$ cat src/source/axi_reg_slice.sv
`timescale 1ns/100ps
`default_nettype none

module axi_reg_slice #(
	parameter type payload_t = logic
) (
	input logic clk,
	input logic rst,
	input logic in_valid,
	output logic in_ready,
	input payload_t in_data,
	output logic out_valid,
	input logic out_ready,
	output payload_t out_data
);

	// main entry drives the output
	logic main_valid;
	payload_t main_data;

	// skid entry catches the beat accepted during an output stall
	logic skid_valid;
	payload_t skid_data;

	// main entry is free to take a beat this cycle
	logic main_load;

	// registered ready, open while skid is empty
	assign in_ready = !skid_valid;
	assign out_valid = main_valid;
	assign out_data = main_data;
	assign main_load = out_ready || !main_valid;

	always_ff @(posedge clk) begin
		if (rst) begin
			main_valid <= 1'b0;
			skid_valid <= 1'b0;
		end else if (main_load) begin
			// skid drains first, else take the input directly
			main_valid <= skid_valid || in_valid;
			skid_valid <= 1'b0;
		end else if (in_valid && in_ready) begin
			skid_valid <= 1'b1;
		end
	end

	always_ff @(posedge clk) begin
		if (main_load)
			main_data <= skid_valid ? skid_data : in_data;
		if (!main_load && in_ready)
			skid_data <= in_data;
	end

	// output beat frozen under back-pressure
	out_stable: assert property (@(posedge clk) disable iff (rst)
		out_valid && !out_ready |=> out_valid && $stable(out_data));

endmodule

`default_nettype wire

$ cat config.mk
export PLATFORM = sky130hd
export DESIGN_NAME = axi_reg_slice
export DESIGN_NICKNAME = d
export VERILOG_FILES = /design/src/source/axi_reg_slice.sv
export SDC_FILE = /design/constraint.sdc
export NUM_CORES = 1
export LEC_CHECK = 0
export BUFFER_PORTS_ARGS = -buffer_cell sky130_fd_sc_hd__buf_2
export CELL_PAD_IN_SITES_DETAIL_PLACEMENT = 0
export CELL_PAD_IN_SITES_GLOBAL_PLACEMENT = 1
export CORE_AREA = 2 2 39 41
export CTS_CLUSTER_DIAMETER = 150
export DETAILED_ROUTE_END_ITERATION = 12
export DIE_AREA = 0 0 41 43
export GPL_TIMING_DRIVEN = 0
export PLACE_DENSITY = 0.38
export RECOVER_POWER = 25
export SYNTH_ARGS = -nofsm -noshare
export SYNTH_HDL_FRONTEND = slang
export SYNTH_SLANG_ARGS = --single-unit
$ cat constraint.sdc
create_clock -name clk -period 1.2 [get_ports clk]
set_clock_uncertainty 0.15 [all_clocks]
set_input_delay 0.12 -clock clk [delete_from_list [all_inputs] [get_ports clk]]
set_output_delay 0.12 -clock clk [all_outputs]
set_load 0.01 [all_outputs]
[Yosys cells after proc, flatten, opt, wreduce, memory -nomap -nowiden]
Index checks and enable logic that the tools add are counted.
W data, S select, Z words.
Storage, ports and cells
  flip-flop bits (word level): 4
  input port bits: 5
  logic and storage cells: 13
  output and inout bits: 3
Operators by class
  reductions and logical operators: 8
  muxes and demuxes: 1
Operators by type and width (count)
  $logic_not A1 Y1: 3
  $logic_and A1 B1 Y1: 2
  $logic_or A1 B1 Y1: 2
  $reduce_or A2 Y1: 1
  $mux W1: 1

[Logic depth before layout (Yosys ltp)]
  word-level depth: 4
  depth in mapped cells: 2
  gate-level depth less buffers: 2

[Worst setup path after synthesis]
No wires, ideal clock.
  path kind: register to register
  start point: register skid_valid
  end point: register main_data, in the netlist out_data (data pin)
  setup slack: 139 ps
  setup time: 260 ps
  stages on the path, launching flop included: 2
  path buffers: 0
  clock period less this slack: 1061 ps
  arrival: 651 ps
  required time: 790 ps
  cell sequence: dfxtp_1 -> mux2_4
On the way
  cells in the longest elaborated chain, start to end: 1
Ends and longest elaborated chain
  from (decl): line 22  | logic skid_valid;
  from (signal assigned): line 37  | skid_valid <= 1'b0;
  from (signal assigned): line 41  | skid_valid <= 1'b0;
  from (signal assigned): line 43  | skid_valid <= 1'b1;
  $mux W1: line 49  | main_data <= skid_valid ? skid_data : in_data;
  to (signal assigned): line 49
  to (decl): line 19  | payload_t main_data;
Every way passes these cells.
A chain may end at the register's enable or synchronous reset.

[Final worst setup path]
  start point: input in_data
  end point: register main_data, in the netlist out_data (data pin)
On the way
  cells in the longest elaborated chain, start to end: 1
Ends and longest elaborated chain
  from (decl): line 11  | input payload_t in_data,
  $mux W1: line 49
Every way passes these cells.

==> results.tsv <==
stage	metric	value	unit
sta	fin_crit	1.20	ns
yosys	seq_area_frac_synth	66.7	%
yosys	netlist_instances	11	
critical_path	crit_required	1.04	ns
critical_path	path_max_fanout	2	
clock_tree	clkTransAtPathRegs	0.04	ns
routing	drt_wl_total	324	µm
grt	antenna_found_initial	0	
routing	wirelength_met1	149	µm
clock_tree	cts_buffers	3	
yosys	synth.cell_area	150	µm²
cells_and_area	final_cell_mix	6 x buf_2, 3 x clkbuf_4	
sta	rsz0062_at_grt	no	
yosys	syn_nets	16	
die	die_h	43	µm
cells_and_area	drive_gt1_share	45.8	%
routing	routed-wl-met2	117	µm
sta	hold_viol_final	0	
critical_path	critical_path_class	in2reg	
cells_and_area	diodes	0	
routing	dr.pass1.iters	1	
sta	fin_crit_sh	99.8	%
yosys	ys_ff_latch	4	
grt	gr-total-overflow	0	
grt	grt_first_pass_wirelength	531	µm
clock_tree	cts_tree	done	
cells_and_area	layout_commonest_cell	buf_2	
sta	hold_ws	0.00576	ns
die	row_count	14	
die	ios	8	
die	die-area	0.00176	mm²
critical_path	cp_data_arrival_time	1.04	ns
die	initial_utilization	10.8	%
grt	grt_pass1_vias	143	
routing	routed.top_layer	met3	
clock_tree	cts_resized	0	
sta	setup_viol	0	
critical_path	cp-end-kind	flop	
routing	post_drt_wl_per_cell	8.10	µm
clock_tree	insertion_delay	0.23	ns
routing	via_per_inst	3.28	
run_status	outcome	finished clean	
job	max_cap_viol_count	0	
sta	max_freq	0.835	GHz
clock_tree	cts_max_level	1	
yosys	synth_cell_types	8	
cells_and_area	fin_util	17.7	%
power_and_ir_drop	peakVddDrop	0.627	mV
routing	drt_iter0_drc	0	
grt	grtUsageTotal	4.93	%
die	coreArea	0.00138	mm²
sta	tns	0	ns
clock_tree	cts_sinks	4	
placed_design	gp_congestion	0.607	
cells_and_area	area_delta_synth_final	63.3	%
sta	relSlewSlack	88.7	%
power_and_ir_drop	power_leakage	0.000101	µW
placed_design	place_area	205	µm²
cells_and_area	fill_cells	160	
yosys	synth_warnings	0	
die	die_w	41	µm
hold_path	min_path_type	in2reg	
critical_path	startpoint_type	input port	
cells_and_area	design_area	245	µm²
sta	worst_slew_pin_slew	0.169	ns
sta	maxSlewViolCount	0	
routing	ant_nets	0	
power_and_ir_drop	finalPower	374	µW
clock_tree	clk_path_buf_depth	2	
cells_and_area	nets	30	
routing	wl_met3	57	µm
cells_and_area	multiInputGateArea	41.3	µm²
cells_and_area	regArea	100	µm²
placed_design	port_buffers	7	
yosys	syn_area_per_cell	13.6	µm²
grt	grt_max_degree	5	
clock_tree	clockRootBuffer	clkbuf_4	
routing	drc	0	
power_and_ir_drop	powerDensity	1530	mW/mm²
routing	vias	131	
[worst max-delay path: stages]
cell and delay, ns:
dlygate4sd3_1 0.53, buf_2 0.13, mux2_4 0.26
[kinds of logic after synthesis]
| logic type | count (synthesis) | synth area share (%) |
|---|---|---|
| compound gates | 1 | 3.33 |
| buf+inv | 1 | 2.50 |
| flops | 4 | 66.7 |
| mux | 1 | 10.0 |
| simple gates | 4 | 17.5 |
[sequential cells by signal (all words and copies together), names as in the netlist]
name	flops
out_data	1
skid_valid	1
skid_data	1
out_valid	1
[stage by stage]
step	setup WS, ns	instances
floorplan	0.139	11
global placement	0.112	34
global route	0.00405	40
CTS	0.00280	40
finish	0.00185	40
detailed placement	0.0972	34
[Yosys cell counts]
library cell	number	share of area [%]
a21oi_1	1	3.3
dfxtp_1	2	27
edfxtp_1	2	40
inv_1	1	2.5
mux2_4	1	10
nand2b_4	1	9.2
nor2_1	2	5.0
nor3_1	1	3.3
[path summary, 6_finish.rpt]
check | startpoint | end | slack (ns) | depth (start not counted)
worst max register to register | skid_valid | out_data | 0.10 | 1
worst min register to register | out_valid | skid_valid | 0.36 | 2
worst max-delay path | in_data | out_data | 0.002 | 3
worst min-delay path | in_valid | out_valid | 0.006 | 3
[per-layer routing]
layer  up-vias  GRT usage [%]
met5         -              0
met4         0           2.00
met3         0           6.81
met2        10           5.63
met1        58           4.87
li1         63              -
[power by group]
part / switching, µW / internal (µW) / leakage [µW]
logic: 13.1 / 18.0 / 0.0000499
registers: 3.23 / 152 / 0.0000360
clock network: 62.9 / 125 / 0.0000150
total: 79.3 / 295 / 0.000101
[timing repair]
item                      in CTS  in global routing
buffers inserted               0                  0
hold endpoints to repair       3                  0
hold buffers                   2                  0
[layout make-up]
class                           instances  share of cell area [%]
Multi-Input combinational cell          6                    16.8
Clock buffer                            4                    10.7
Tap cell                               16                    8.16
Timing Repair Buffer                    9                    21.9
Inverter                                1                    1.53
Sequential cell                         4                    40.8
No activity file was read; power rests on OpenSTA's default activity.
