<file path="config.mk">
export PLATFORM = sky130hd
export DESIGN_NAME = lsu_axi_master_flat
export DESIGN_NICKNAME = d
export VERILOG_FILES = /design/src/common/mem_pkg.sv /design/src/common/axi_lite_if.sv /design/src/source/lsu_axi_master.sv /design/src/flat_wrapper.sv
export VERILOG_INCLUDE_DIRS = /design/src /design/src/common
export SDC_FILE = /design/constraint.sdc
export NUM_CORES = 1
export LEC_CHECK = 0
export BUFFER_PORTS_ARGS = -buffer_cell sky130_fd_sc_hd__buf_2
export CORE_MARGIN = 8
export CORE_UTILIZATION = 25
export CTS_BUF_LIST = sky130_fd_sc_hd__clkbuf_2
export DETAILED_ROUTE_END_ITERATION = 12
export GPL_ROUTABILITY_DRIVEN = 0
export PLACE_DENSITY_LB_ADDON = 0.3
export REMOVE_ABC_BUFFERS = 1
export SLEW_MARGIN = 0
export SYNTH_ARGS = -nofsm -noshare
export SYNTH_HDL_FRONTEND = slang
export SYNTH_SLANG_ARGS = --single-unit
</file>
<file path="constraint.sdc">
create_clock -name clk -period 8.2 [get_ports clk]
set_clock_uncertainty 0.15 [all_clocks]
set_input_delay 0.82 -clock clk [delete_from_list [all_inputs] [get_ports clk]]
set_output_delay 0.82 -clock clk [all_outputs]
set_load 0.05 [all_outputs]
</file>
<file path="src/common/mem_defs.svh">
`ifndef MEM_DEFS_SVH
`define MEM_DEFS_SVH

// byte address width on the requester port and the bus
`define MEM_ADDR_W 32

// one memory word, also the bus data width
`define MEM_DATA_W 64

// number of 64-bit words in the sram
`define MEM_DEPTH_WORDS 512

// first byte address of the sram window
`define MEM_BASE 32'h8000_0000

// axi response codes
// decerr is never generated, out-of-window goes to slverr
`define RESP_OKAY 2'd0
`define RESP_SLVERR 2'd2

`endif

</file>
<file path="src/common/mem_pkg.sv">
`default_nettype none

`include "mem_defs.svh"

package mem_pkg;

	// byte address, low bits ignored by the slave
	typedef logic [`MEM_ADDR_W-1:0] addr_t;

	// one data word
	typedef logic [`MEM_DATA_W-1:0] data_t;

	// one enable bit per byte lane
	typedef logic [`MEM_DATA_W/8-1:0] strb_t;

	// axi response code
	typedef logic [1:0] resp_t;

	// w channel beat, 72 bits
	// data in the upper bits
	typedef struct packed {
		data_t data;
		strb_t strb;
	} wbeat_t;

	// r channel beat, 66 bits
	typedef struct packed {
		data_t data;
		resp_t resp;
	} rbeat_t;

endpackage

`default_nettype wire

</file>
<file path="src/common/axi_lite_if.sv">
`timescale 1ns/100ps
`default_nettype none

interface axi_lite_if;
	import mem_pkg::*;

	// read address
	logic arvalid;
	logic arready;
	addr_t araddr;

	// write address
	logic awvalid;
	logic awready;
	addr_t awaddr;

	// write data
	logic wvalid;
	logic wready;
	data_t wdata;
	strb_t wstrb;

	// read data
	logic rvalid;
	logic rready;
	data_t rdata;
	resp_t rresp;

	// write response
	logic bvalid;
	logic bready;
	resp_t bresp;

	// requests and response readies
	modport master (
		output arvalid, araddr, awvalid, awaddr, wvalid, wdata, wstrb, rready, bready,
		input arready, awready, wready, rvalid, rdata, rresp, bvalid, bresp
	);

	// mirror of the master side
	modport slave (
		input arvalid, araddr, awvalid, awaddr, wvalid, wdata, wstrb, rready, bready,
		output arready, awready, wready, rvalid, rdata, rresp, bvalid, bresp
	);

endinterface

`default_nettype wire

</file>
<file path="src/source/lsu_axi_master.sv">
`timescale 1ns/100ps
`default_nettype none

`include "mem_defs.svh"

module lsu_axi_master (
	input logic clk,
	input logic rst,
	input logic req_valid,
	input logic req_write,
	input mem_pkg::addr_t req_addr,
	input mem_pkg::data_t req_wdata,
	input mem_pkg::strb_t req_wstrb,
	output logic req_ready,
	output logic resp_valid,
	input logic resp_ready,
	output mem_pkg::data_t resp_rdata,
	output logic resp_err,
	axi_lite_if.master bus
);
	import mem_pkg::*;

	typedef enum logic [1:0] {
		st_idle,
		st_addr,
		st_wait_resp,
		st_resp
	} state_t;

	state_t state;

	// channels still to be sent for the current request
	logic ar_pend;
	logic aw_pend;
	logic w_pend;

	// latched request
	logic is_write;
	addr_t addr_q;
	data_t wdata_q;
	strb_t wstrb_q;

	// held result
	data_t rdata_q;
	logic err_q;

	logic ar_done;
	logic aw_done;
	logic w_done;
	logic r_hs;
	logic b_hs;

	assign req_ready = (state == st_idle);

	// valids come straight from the pending flags
	assign bus.arvalid = ar_pend;
	assign bus.araddr = addr_q;
	assign bus.awvalid = aw_pend;
	assign bus.awaddr = addr_q;
	assign bus.wvalid = w_pend;
	assign bus.wdata = wdata_q;
	assign bus.wstrb = wstrb_q;

	// only the expected response channel is opened
	assign bus.rready = (state == st_wait_resp) && !is_write;
	assign bus.bready = (state == st_wait_resp) && is_write;

	// a channel is done once nothing is pending or it transfers now
	assign ar_done = !ar_pend || bus.arready;
	assign aw_done = !aw_pend || bus.awready;
	assign w_done = !w_pend || bus.wready;
	assign r_hs = bus.rvalid && bus.rready;
	assign b_hs = bus.bvalid && bus.bready;

	assign resp_valid = (state == st_resp);
	assign resp_rdata = rdata_q;
	assign resp_err = err_q;

	always_ff @(posedge clk) begin
		if (rst) begin
			state <= st_idle;
			ar_pend <= 1'b0;
			aw_pend <= 1'b0;
			w_pend <= 1'b0;
		end else begin
			case (state)
				st_idle: begin
					if (req_valid) begin
						state <= st_addr;
						// aw and w leave together for a store
						ar_pend <= !req_write;
						aw_pend <= req_write;
						w_pend <= req_write;
					end
				end
				st_addr: begin
					if (bus.arready)
						ar_pend <= 1'b0;
					if (bus.awready)
						aw_pend <= 1'b0;
					if (bus.wready)
						w_pend <= 1'b0;
					if (ar_done && aw_done && w_done)
						state <= st_wait_resp;
				end
				st_wait_resp: begin
					if (r_hs || b_hs)
						state <= st_resp;
				end
				st_resp: begin
					if (resp_ready)
						state <= st_idle;
				end
				default: state <= st_idle;
			endcase
		end
	end

	always_ff @(posedge clk) begin
		if (req_valid && req_ready) begin
			is_write <= req_write;
			addr_q <= req_addr;
			wdata_q <= req_wdata;
			wstrb_q <= req_wstrb;
		end
		if (r_hs) begin
			rdata_q <= bus.rdata;
			err_q <= (bus.rresp == `RESP_SLVERR);
		end
		// stores return zero data
		if (b_hs) begin
			rdata_q <= '0;
			err_q <= (bus.bresp == `RESP_SLVERR);
		end
	end

	// a raised request channel holds until the slice takes it
	ar_hold: assert property (@(posedge clk) disable iff (rst)
		bus.arvalid && !bus.arready |=> bus.arvalid && $stable(bus.araddr));
	aw_hold: assert property (@(posedge clk) disable iff (rst)
		bus.awvalid && !bus.awready |=> bus.awvalid && $stable(bus.awaddr));
	w_hold: assert property (@(posedge clk) disable iff (rst)
		bus.wvalid && !bus.wready |=> bus.wvalid && $stable(bus.wdata) && $stable(bus.wstrb));

endmodule

`default_nettype wire

</file>
<file path="src/flat_wrapper.sv">
// flat-port wrapper written by rule: the top's interface ports become plain ports
module lsu_axi_master_flat import mem_pkg::*;
  (clk, rst, req_valid, req_write, req_addr, req_wdata, req_wstrb, req_ready, resp_valid, resp_ready, resp_rdata, resp_err, bus_arvalid, bus_araddr, bus_awvalid, bus_awaddr, bus_wvalid, bus_wdata, bus_wstrb, bus_rready, bus_bready, bus_arready, bus_awready, bus_wready, bus_rvalid, bus_rdata, bus_rresp, bus_bvalid, bus_bresp);
  axi_lite_if bus_i ();
  input logic clk;
  input logic rst;
  input logic req_valid;
  input logic req_write;
  input mem_pkg::addr_t req_addr;
  input mem_pkg::data_t req_wdata;
  input mem_pkg::strb_t req_wstrb;
  output logic req_ready;
  output logic resp_valid;
  input logic resp_ready;
  output mem_pkg::data_t resp_rdata;
  output logic resp_err;
  output wire logic [$bits(bus_i.arvalid)-1:0] bus_arvalid;
  output wire logic [$bits(bus_i.araddr)-1:0] bus_araddr;
  output wire logic [$bits(bus_i.awvalid)-1:0] bus_awvalid;
  output wire logic [$bits(bus_i.awaddr)-1:0] bus_awaddr;
  output wire logic [$bits(bus_i.wvalid)-1:0] bus_wvalid;
  output wire logic [$bits(bus_i.wdata)-1:0] bus_wdata;
  output wire logic [$bits(bus_i.wstrb)-1:0] bus_wstrb;
  output wire logic [$bits(bus_i.rready)-1:0] bus_rready;
  output wire logic [$bits(bus_i.bready)-1:0] bus_bready;
  input wire logic [$bits(bus_i.arready)-1:0] bus_arready;
  input wire logic [$bits(bus_i.awready)-1:0] bus_awready;
  input wire logic [$bits(bus_i.wready)-1:0] bus_wready;
  input wire logic [$bits(bus_i.rvalid)-1:0] bus_rvalid;
  input wire logic [$bits(bus_i.rdata)-1:0] bus_rdata;
  input wire logic [$bits(bus_i.rresp)-1:0] bus_rresp;
  input wire logic [$bits(bus_i.bvalid)-1:0] bus_bvalid;
  input wire logic [$bits(bus_i.bresp)-1:0] bus_bresp;
  assign bus_arvalid = bus_i.arvalid;
  assign bus_araddr = bus_i.araddr;
  assign bus_awvalid = bus_i.awvalid;
  assign bus_awaddr = bus_i.awaddr;
  assign bus_wvalid = bus_i.wvalid;
  assign bus_wdata = bus_i.wdata;
  assign bus_wstrb = bus_i.wstrb;
  assign bus_rready = bus_i.rready;
  assign bus_bready = bus_i.bready;
  assign bus_i.arready = bus_arready;
  assign bus_i.awready = bus_awready;
  assign bus_i.wready = bus_wready;
  assign bus_i.rvalid = bus_rvalid;
  assign bus_i.rdata = bus_rdata;
  assign bus_i.rresp = bus_rresp;
  assign bus_i.bvalid = bus_bvalid;
  assign bus_i.bresp = bus_bresp;
  lsu_axi_master u_core (.clk(clk), .rst(rst), .req_valid(req_valid), .req_write(req_write), .req_addr(req_addr), .req_wdata(req_wdata), .req_wstrb(req_wstrb), .req_ready(req_ready), .resp_valid(resp_valid), .resp_ready(resp_ready), .resp_rdata(resp_rdata), .resp_err(resp_err), .bus(bus_i));
endmodule
</file>
======== After elaboration in Yosys (flattened, before gate mapping) ========
Cells that the tools add are included.
Widths: inputs -> output; s select.
operators by class
  equal/unequal tests ..................... 12
  multiplexer cells ....................... 15
  reduce and logical (&&, ||, !) cells .... 23
operators with widths
  cell                number
  $ne 2x2->1 const B  5
  $reduce_and 3->1    3
  $eq 2x2->1 const B  4
  $mux 2              4
  $pmux 2 s4          1
  $logic_and 1x1->1   7
  $mux 1              7
  $pmux 1 s2          3
  $logic_not 1->1     5
  $logic_or 1x1->1    4
  $ne 2x1->1 const B  2
  $reduce_and 4->1    1
  $reduce_bool 2->1   2
  $eq 2x1->1 const B  1
  $logic_not 2->1     1
word-level totals
  register bits ........................... 175
  bits of input ports ..................... 182
  output and inout bits ................... 208
  word-level logic and storage cells ...... 60

======== Logic depth before layout (Yosys ltp) ========
Gate-level depths: netlist of the first run.
  word-level depth ........................ 6
  mapped depth ............................ 8
  gate-level depth less buffers ........... 6

======== Worst setup path before layout of the first run ========
No wires, ideal clock.
  kind .................................... register -> register
  start ................................... register u_core.state[0]
  end ..................................... register u_core.addr_q[0] (netlist: u_core.bus.araddr[0]), enable pin
  setup time .............................. 475 ps
  data arrival time ....................... 3481 ps
  required time ........................... 7575 ps
  setup slack ............................. 4093 ps
  cell stages (with the launch flop) ...... 4
  path buffers ............................ 0
  period minus slack after synthesis ...... 4107 ps
  path through ............................ dfxtp_1 > inv_1 > ha_1 > and2_1
between the ends
  word-level cells in the longest chain between the ends .. 2
RTL lines
  what                    RTL line               source
  start, declared         lsu_axi_master.sv:30   state_t state;
  start signal, assigned  lsu_axi_master.sv:81   state <= st_idle;
  start signal, assigned  lsu_axi_master.sv:89   state <= st_addr;
  start signal, assigned  lsu_axi_master.sv:104  state <= st_wait_resp;
  $logic_not 2->1         lsu_axi_master.sv:53   assign req_ready = (state == st_idle);
  via req_ready           flat_wrapper.sv:12     output logic req_ready;
  $logic_and 1x1->1       lsu_axi_master.sv:120  if (req_valid && req_ready) begin
  end signal, assigned    lsu_axi_master.sv:122  addr_q <= req_addr;
  end, declared           lsu_axi_master.sv:39   addr_t addr_q;
The timed path passes the listed nets, and every way through them passes these cells.
A chain may end at the register's enable or synchronous reset.

======== Worst setup path after layout of the first run ========
  start ................................... register u_core.state[0]
  end ..................................... output port bus_rready
between the ends
  word-level cells in the longest chain between the ends .. 2
RTL lines
  what               RTL line              source
  $eq 2x2->1         lsu_axi_master.sv:65  assign bus.rready = (state == st_wait_resp) && !is_write;
  $logic_and 1x1->1  lsu_axi_master.sv:65
  end, declared      flat_wrapper.sv:24    output wire logic [$bits(bus_i.rready)-1:0] bus_rready;
Every way passes these cells.

==> results of run 1 <==
-- worst max-delay path, delay by kind of cell, from the launching register on --
family	cells	cell delay, ns
and+or+nand+nor	1	0.19
DFF	1	0.39
adders and majority gates	1	0.23
buffers and inverters	2	0.37
-- final cells by class --
class / instances / area [um^2]
fill: 2432 / 14720
sequential: 175 / 4564
timing repair buffer: 499 / 3038
multi-input combinational: 235 / 1111
tap: 324 / 405.4
clock inverter: 14 / 153.9
clock buffer: 18 / 90.09
inverter: 6 / 22.52
antenna: 1 / 2.502
-- registers in the layout, summed over array words and instances (netlist names) --
register and count:
u_core.bus.araddr 32, u_core.bus.arvalid 1, u_core.bus.awvalid 1, u_core.bus.wdata 64, u_core.bus.wstrb 8, u_core.bus.wvalid 1
u_core.is_write 1, u_core.resp_err 1, u_core.resp_rdata 64, u_core.state 2
-- layout by cell type, fill, tap and decap left out, types with 3 or more instances in the layout --
cell	Yosys	layout
inv_1	6	6
a21oi_1	67	67
clkbuf_2	0	18
ha_1	4	4
buf_2	3	389
dfxtp_1	69	69
edfxtp_1	106	106
dlygate4sd3_1	0	106
nand2b_1	5	5
mux2i_1	3	3
inv_8	0	7
buf_4	35	4
inv_6	0	3
nand2_1	128	128
nor2b_1	4	4
o21ai_0	7	7
nor2_1	3	3
-- how the worst max path moves through the flow --
| stage | start | to | slack [ns] |
|---|---|---|---|
| after floorplan | u_core.state[0] | u_core.bus.araddr[0] | 4.09 |
| after global placement | req_valid | u_core.bus.wdata[55] | 5.36 |
| after detailed placement | req_valid | u_core.bus.wdata[55] | 5.36 |
| after CTS | u_core.state[0] | bus_rready | 5.23 |
| after global routing | u_core.state[0] | bus_rready | 5.19 |
| final | u_core.state[0] | bus_rready | 5.39 |
-- kinds of logic after synthesis --
kind of cell             Yosys count  synth area share, %
buffers and inverters             59                6.614
flip-flops                       175                75.17
AND/OR/NAND/NOR                  150                10.26
AO/OA/AOI/OAI                     78                6.635
multiplexers                       3               0.4946
adder cells (fa/ha/maj)            4               0.8243
-- per-stage QoR --
step	worst slack [ns]	utilization, %	total power [uW]
2_1_floorplan	4.093	-	2559
3_3_place_gp	5.359	33.52	2958
3_5_place_dp	5.357	33.52	2967
4_1_cts	5.231	38.93	3487
5_1_grt	5.186	38.94	3600
6_report	5.388	38.94	3432
-- layer usage --
metal	part of all wire [%]	vias up
met3	11	9
met2	52	240
met4	0.88	0
met1	36	2348
li1	-	2495
met5	0	-
-- power by group --
group | internal [uW] | leakage, uW | switching [uW]
clock | 107 | 0.000149 | 355
sequential | 1220 | 0.00158 | 106
combinational | 342 | 0.00247 | 1300
-- repair_timing --
item	CTS	global route
hold endpoints to repair	106	0
buffers inserted	0	0
hold buffers	106	0
==> metrics, run 1 <==
RSZ-0062 raised after global routing false; Vert. Die Dim 171.8 um; synthesized area 6072 um^2; Pwr Density between 300 and 400 nW/um^2; placed insts between 1k and 1.5k; first-pass GRT wire length ~30000 um; FP Rows 57; kind of critical path flop to output pin; busiest grt layer met2; initial antenna violation count 1; Fin. Hold Viols 0; top-count cell post-synth nand2_1; post-placement cell area approximately 8000 um^2; remaining antenna violation count 0; setup TNS 0 ns; Max VDD drop ~0.19 mV; Layout area overhead 54.61%; vias in the first global route 5314; die area 29530 um^2; DR pass1 iterations 4; gr ovfl total 0; Tcrit/Tclk final between 30% and 40%; fraction of layout cells with a size suffix above 1 45.51%; initial DRC count approximately 170; met1 GRT Util between 10% and 20%; crit path max-delay cell type dfxtp_1; Crit Reg-Reg Endpoint u_core.bus.wdata[34]; nets@finish around 1.1k; WP data required 7.23 ns; WL/cell around 16 um; Via density around 4.0; global-route usage over all layers 13.26%; clk slew on worst S/H paths approximately 0.33 ns; M2 GR Usage about a quarter; static leakage between 0.004 and 0.005 uW; R2R Setup Slk about 5.6 ns; number of max-cap violations 0; Die W 171.8 um; final critical-path required period ~2.8 ns; hold_sp rst; crit path launch type flop; Distinct cells, synth 28; Final HPWL DP about 16000 um; CTS buffer count 17; YS warnings 0; worst reg2reg path depth 4; Synth area leader edfxtp_1; post-synth top area share 52.42%; Slew @ Worst Pin 0.7445 ns; Core Footprint approximately 24000 um^2; prevailing post-synth register cell edfxtp_1; fmax ~360 MHz; worst hold path endpoint u_core.bus.awvalid; status complete, no violations; Mapped Avg Cell Area ~13 um^2; num ports slightly below 400; Critical Path Max Stage Delay slightly below 0.4 ns; Root Driver clkbuf_2; CP Capture Type output pin; port bufs 389; synth cell count leaders 128 x nand2_1, 106 x edfxtp_1, 69 x dfxtp_1, 67 x a21oi_1, 35 x buf_4; CTS sink cnt around 180; CTS tree built; max-slew violations 0; initial core utilization about a quarter; Crit Path Max Fanout 5; post-synthesis sequential area ratio about three quarters; top post-synthesis cells by area edfxtp_1 52%, dfxtp_1 23%, nand2_1 7.9%, a21oi_1 5.5%, buf_4 4.3%; clk_lat worst skew about 0.7 ns; Clock Path Buffers 2; number of H-tree levels 4; WL final approximately 21000 um; non-filler cells, final approximately 1.3k; crit-path cells inv_1, ha_1, nor2b_4, buf_2; Syn Inst Count ~470; total number of vias just over 5k; origin of the critical flop-to-flop path u_core.state[1]; Setup Viol. Count Final 0; CP arrival between 1.5 and 2 ns; largest net degree at the start of global routing 68; met3 Use GR under 10%; Final Cell Area between 9000 and 10000 um^2; Yosys reg bits around 180; # DRC 0; Post-synth ARST share 0%; worst hold stages 2; # resized after CTS 0; Max transition margin between 50 and 60%; Hold Path Class primary input to flop; Hold WS 0.1438 ns; EDFF count, synth approximately 110
(Power assumes the default switching activity.)
==> inputs of run 2 (changes only) <==
--- a/config.mk
+++ b/config.mk
@@ -6,6 +6,7 @@
 export SDC_FILE = /design/constraint.sdc
 export NUM_CORES = 1
 export LEC_CHECK = 0
+export ABC_AREA = 1
 export BUFFER_PORTS_ARGS = -buffer_cell sky130_fd_sc_hd__buf_2
 export CORE_MARGIN = 8
 export CORE_UTILIZATION = 25
==> constraint.sdc (replaced) <==
create_clock -name clk -period 2.4 [get_ports clk]
set_clock_uncertainty 0.15 [all_clocks]
set_input_delay 0.24 -clock clk [delete_from_list [all_inputs] [get_ports clk]]
set_output_delay 0.24 -clock clk [all_outputs]
set_load 0.05 [all_outputs]
==> metrics, run 2 <==
status did not finish; Stopped at 4_1_cts; First Err [ERROR RSZ-0060] Max buffer count reached.; Mapped Avg Cell Area 12.78 um^2 (-1.3%); number of H-tree levels 4 (unchanged); Synth area leader edfxtp_1; Yosys reg bits 175 (unchanged); setup bufs post-CTS 2 (+2); num ports 390 (unchanged); prevailing post-synth register cell edfxtp_1; FP Rows 58 (+1.8%); Die W 174.9 um (+1.8%); Root Driver clkbuf_2; pre-CTS setup slack 0.3986 ns (-4.958 ns); YS warnings 0 (unchanged); CTS sink cnt 175 (unchanged); synth cell count leaders 106 x edfxtp_1, 82 x nand2_1, 69 x dfxtp_1, 58 x a21oi_1, 57 x nand3_1; CTS buffer count 17 (unchanged); post-synthesis sequential area ratio 72.32% (-2.8 points); Syn Inst Count 494 (+5.3%); Final HPWL DP 17610 um (+11%); top-count cell post-synth edfxtp_1; post-synth top area share 50.44% (-2.0 points); EDFF count, synth 106 (unchanged); top post-synthesis cells by area edfxtp_1 50%, dfxtp_1 22%, buf_4 5.1%, nand2_1 4.9%, a21oi_1 4.6%; port bufs 389 (unchanged); initial core utilization 25.28% (+0.091 points); Clock Path Buffers 2 (unchanged); synthesized area 6311 um^2 (+3.9%); CTS hold repair buffers 241 (+130%); Distinct cells, synth 23 (-18%); Post-synth ARST share 0% (unchanged); Vert. Die Dim 174.9 um (+1.8%); # resized after CTS 7 (+7)
[run 2: cell types whose count changed after synthesis, sizes merged, moves of 2 or more]
cell,delta
nand4,+2
and2,-3
inv,+13
nor2b,-5
nand2b,-5
nor2,+5
nand3,+68
clkbuf,-4
mux2i,-3
buf,+11
nand2,-47
o21ai,-2
[run 2: cells by family after synthesis]
kind of cell | share of synthesized area, %
compound gates | 6.503
flops | 72.32
buf+inv | 8.208
simple gates | 12.17
fa+ha+maj | 0.7931
[run 2: metrics by stage]
stage | cells | area, um^2
detailed placement | 1165 | 8392
floorplan | 434 | 5864
global placement | 1165 | 8392
==> inputs of run 3 (changes only) <==
--- a/config.mk
+++ b/config.mk
@@ -9,11 +9,10 @@
 export ABC_AREA = 1
 export BUFFER_PORTS_ARGS = -buffer_cell sky130_fd_sc_hd__buf_2
 export CORE_MARGIN = 8
-export CORE_UTILIZATION = 25
-export CTS_BUF_LIST = sky130_fd_sc_hd__clkbuf_2
+export CORE_UTILIZATION = 20
 export DETAILED_ROUTE_END_ITERATION = 12
 export GPL_ROUTABILITY_DRIVEN = 0
-export PLACE_DENSITY_LB_ADDON = 0.3
+export PLACE_DENSITY_LB_ADDON = 0.15
 export REMOVE_ABC_BUFFERS = 1
 export SLEW_MARGIN = 0
 export SYNTH_ARGS = -nofsm -noshare
==> constraint.sdc (replaced) <==
create_clock -name clk -period 3.1 [get_ports clk]
set_clock_uncertainty 0.15 [all_clocks]
set_input_delay 0.31 -clock clk [delete_from_list [all_inputs] [get_ports clk]]
set_output_delay 0.31 -clock clk [all_outputs]
set_load 0.05 [all_outputs]
==> metrics, run 3 <==
status complete, no violations; CP Capture Type output pin; post-synthesis sequential area ratio 72.32% (unchanged); kind of critical path flop to output pin; static leakage between 0.004 and 0.005 uW; Slew @ Worst Pin 0.7758 ns; WP data required 2.64 ns; WL/cell 16.37 um; YS warnings 0 (unchanged); Hold Path Class primary input to flop; Crit Path Max Fanout 10; Post-synth ARST share 0% (unchanged); Antenna Cells 0; clk slew on worst S/H paths ~0.07 ns; top-count cell post-synth edfxtp_1; Clock Path Buffers 2 (unchanged); Via density 3.909; Layout area overhead 69.94%; FP Rows 65 (+12%); port bufs 389 (unchanged); synth cell count leaders 106 x edfxtp_1, 82 x nand2_1, 69 x dfxtp_1, 58 x a21oi_1, 57 x nand3_1; Die W 193.6 um (+11%); nets@finish 1206; initial core utilization 20.16% (-5.1 points); fraction of layout cells with a size suffix above 1 a little over two fifths; CTS tree built; Root Driver clkbuf_16; CP arrival approximately 1.9 ns; largest net degree at the start of global routing 72; # DRC 0; Max transition margin 48.28%; # resized after CTS 0 (-7); number of max-cap violations 0; placed insts 1232 (+5.8%); most frequent cells in the layout 389 x buf_2, 171 x dlygate4sd3_1, 106 x edfxtp_1; first-pass GRT wire length around 36000 um; Worst Slack Setup Final between 0.7 and 0.8 ns; most common cell after layout, fill and taps aside buf_2; EDFF count, synth 106 (unchanged); Mapped Avg Cell Area 12.78 um^2 (unchanged); Synth area leader edfxtp_1; remaining antenna violation count 0; global-route usage over all layers about 12%; synthesized area 6311 um^2 (unchanged); Final HPWL DP 17210 um (-2.3%); Tcrit/Tclk final between 70 and 80%; hold_sp bus_rresp[1]; vias in the first global route 6020; Max VDD drop approximately 0.66 mV; top post-synthesis cells by area edfxtp_1 50%, dfxtp_1 22%, buf_4 5.1%, nand2_1 4.9%, a21oi_1 4.6%; setup bufs post-CTS 0 (-2); prevailing post-synth register cell edfxtp_1; Setup Viol. Count Final 0; Syn Inst Count 494 (unchanged); Distinct cells, synth 23 (unchanged); Pwr Density between 1000 and 1500 nW/um^2; post-synth top area share 50.44% (unchanged); origin of the critical flop-to-flop path u_core.state[0]; max-slew violations 0; num ports 390 (unchanged); RSZ-0062 raised after global routing false; WL final 23490 um; Fin. Hold Viols 0; crit path launch type flop; Vert. Die Dim 193.6 um (+11%); non-filler cells, final between 1k and 1.5k; crit path from u_core.state[0]; CTS sink cnt 175 (unchanged); Core Footprint between 30000 and 40000 um^2; initial DRC count between 150 and 200; initial antenna violation count 0; final critical-path required period around 2.3 ns; clk_lat worst skew roughly 0.42 ns; pre-CTS setup slack 0.9054 ns (+0.5068 ns); CTS buffer count 17 (unchanged); fmax between 400 and 500 MHz; die area 37500 um^2; Yosys reg bits 175 (unchanged); number of H-tree levels 4 (unchanged); DR pass1 iterations 4; total number of vias 5609; gr ovfl total 0
run 3: cell counts after synthesis:
No cell type changed its count.
run 3: per-stage QoR:
step                      hold slack [ns]  setup TNS (ns)  utilization [%]  cell area, um^2  total power (uW)
after CTS                         0.03278               0            34.25            10730             10940
after detailed placement           0.3018               0            26.89             8419              8459
after global placement             0.2988               0            26.89             8419              8478
final                             0.07469               0            34.25            10730             10760
after floorplan                    0.2291          -60.01                -             5864              7168
after global routing              0.07982               0            34.25            10730             11300
run 3: power by group:
part           internal, uW  switching, uW
combinational          1130           3820
sequential             3280            296
clock                  1270            953
total                  5690           5070
run 3: per-layer routing:
metal  vias up  track usage, %  routed length (um)
met1      2583           13.84                9613
met4         0           4.761                 494
met5         -               0                   0
li1       2733               -                   -
met2       270           20.30               11260
met3        23           5.484                2123
run 3: what timing repair did:
item | CTS | global route
setup endpoints to repair | 0 | 0
hold buffers | 171 | 0
endpoints found under the hold margin | 172 | 0
run 3: cell families (layout without fill, tap and decap cells):
logic type | Yosys count | in the layout | share of synthesized area (%)
flops | 175 | 175 | 72.32
simple gates | 162 | 162 | 12.17
compound gates | 74 | 74 | 6.503
buf+inv | 79 | 618 | 8.208
fa+ha+maj | 4 | 4 | 0.7931
run 3: cell type report:
cell class	count	area (um^2)
clock buffer	19	432.9
sequential	175	4564
clock inverter	13	161.4
multi-input combinational	240	1229
inverter	19	73.82
timing repair buffer	567	3761
fill	3144	20590
tap	402	503.0
run 3: worst paths after layout:
| path | endpoint | slack (ns) | depth (start not counted) |
|---|---|---|---|
| hold reg to reg | u_core.resp_rdata[28] | 0.31 | 2 |
| setup / recovery | bus_rready | 0.77 | 5 |
| setup reg to reg | u_core.resp_err | 0.92 | 7 |
| hold / removal | u_core.resp_err | 0.07 | 3 |
run 3: critical path: stages (launching register included):
cell and delay (ns):
dfxtp_1 0.34, inv_1 0.09, ha_1 0.30, inv_2 0.07, nor2_4 0.30, buf_2 0.34
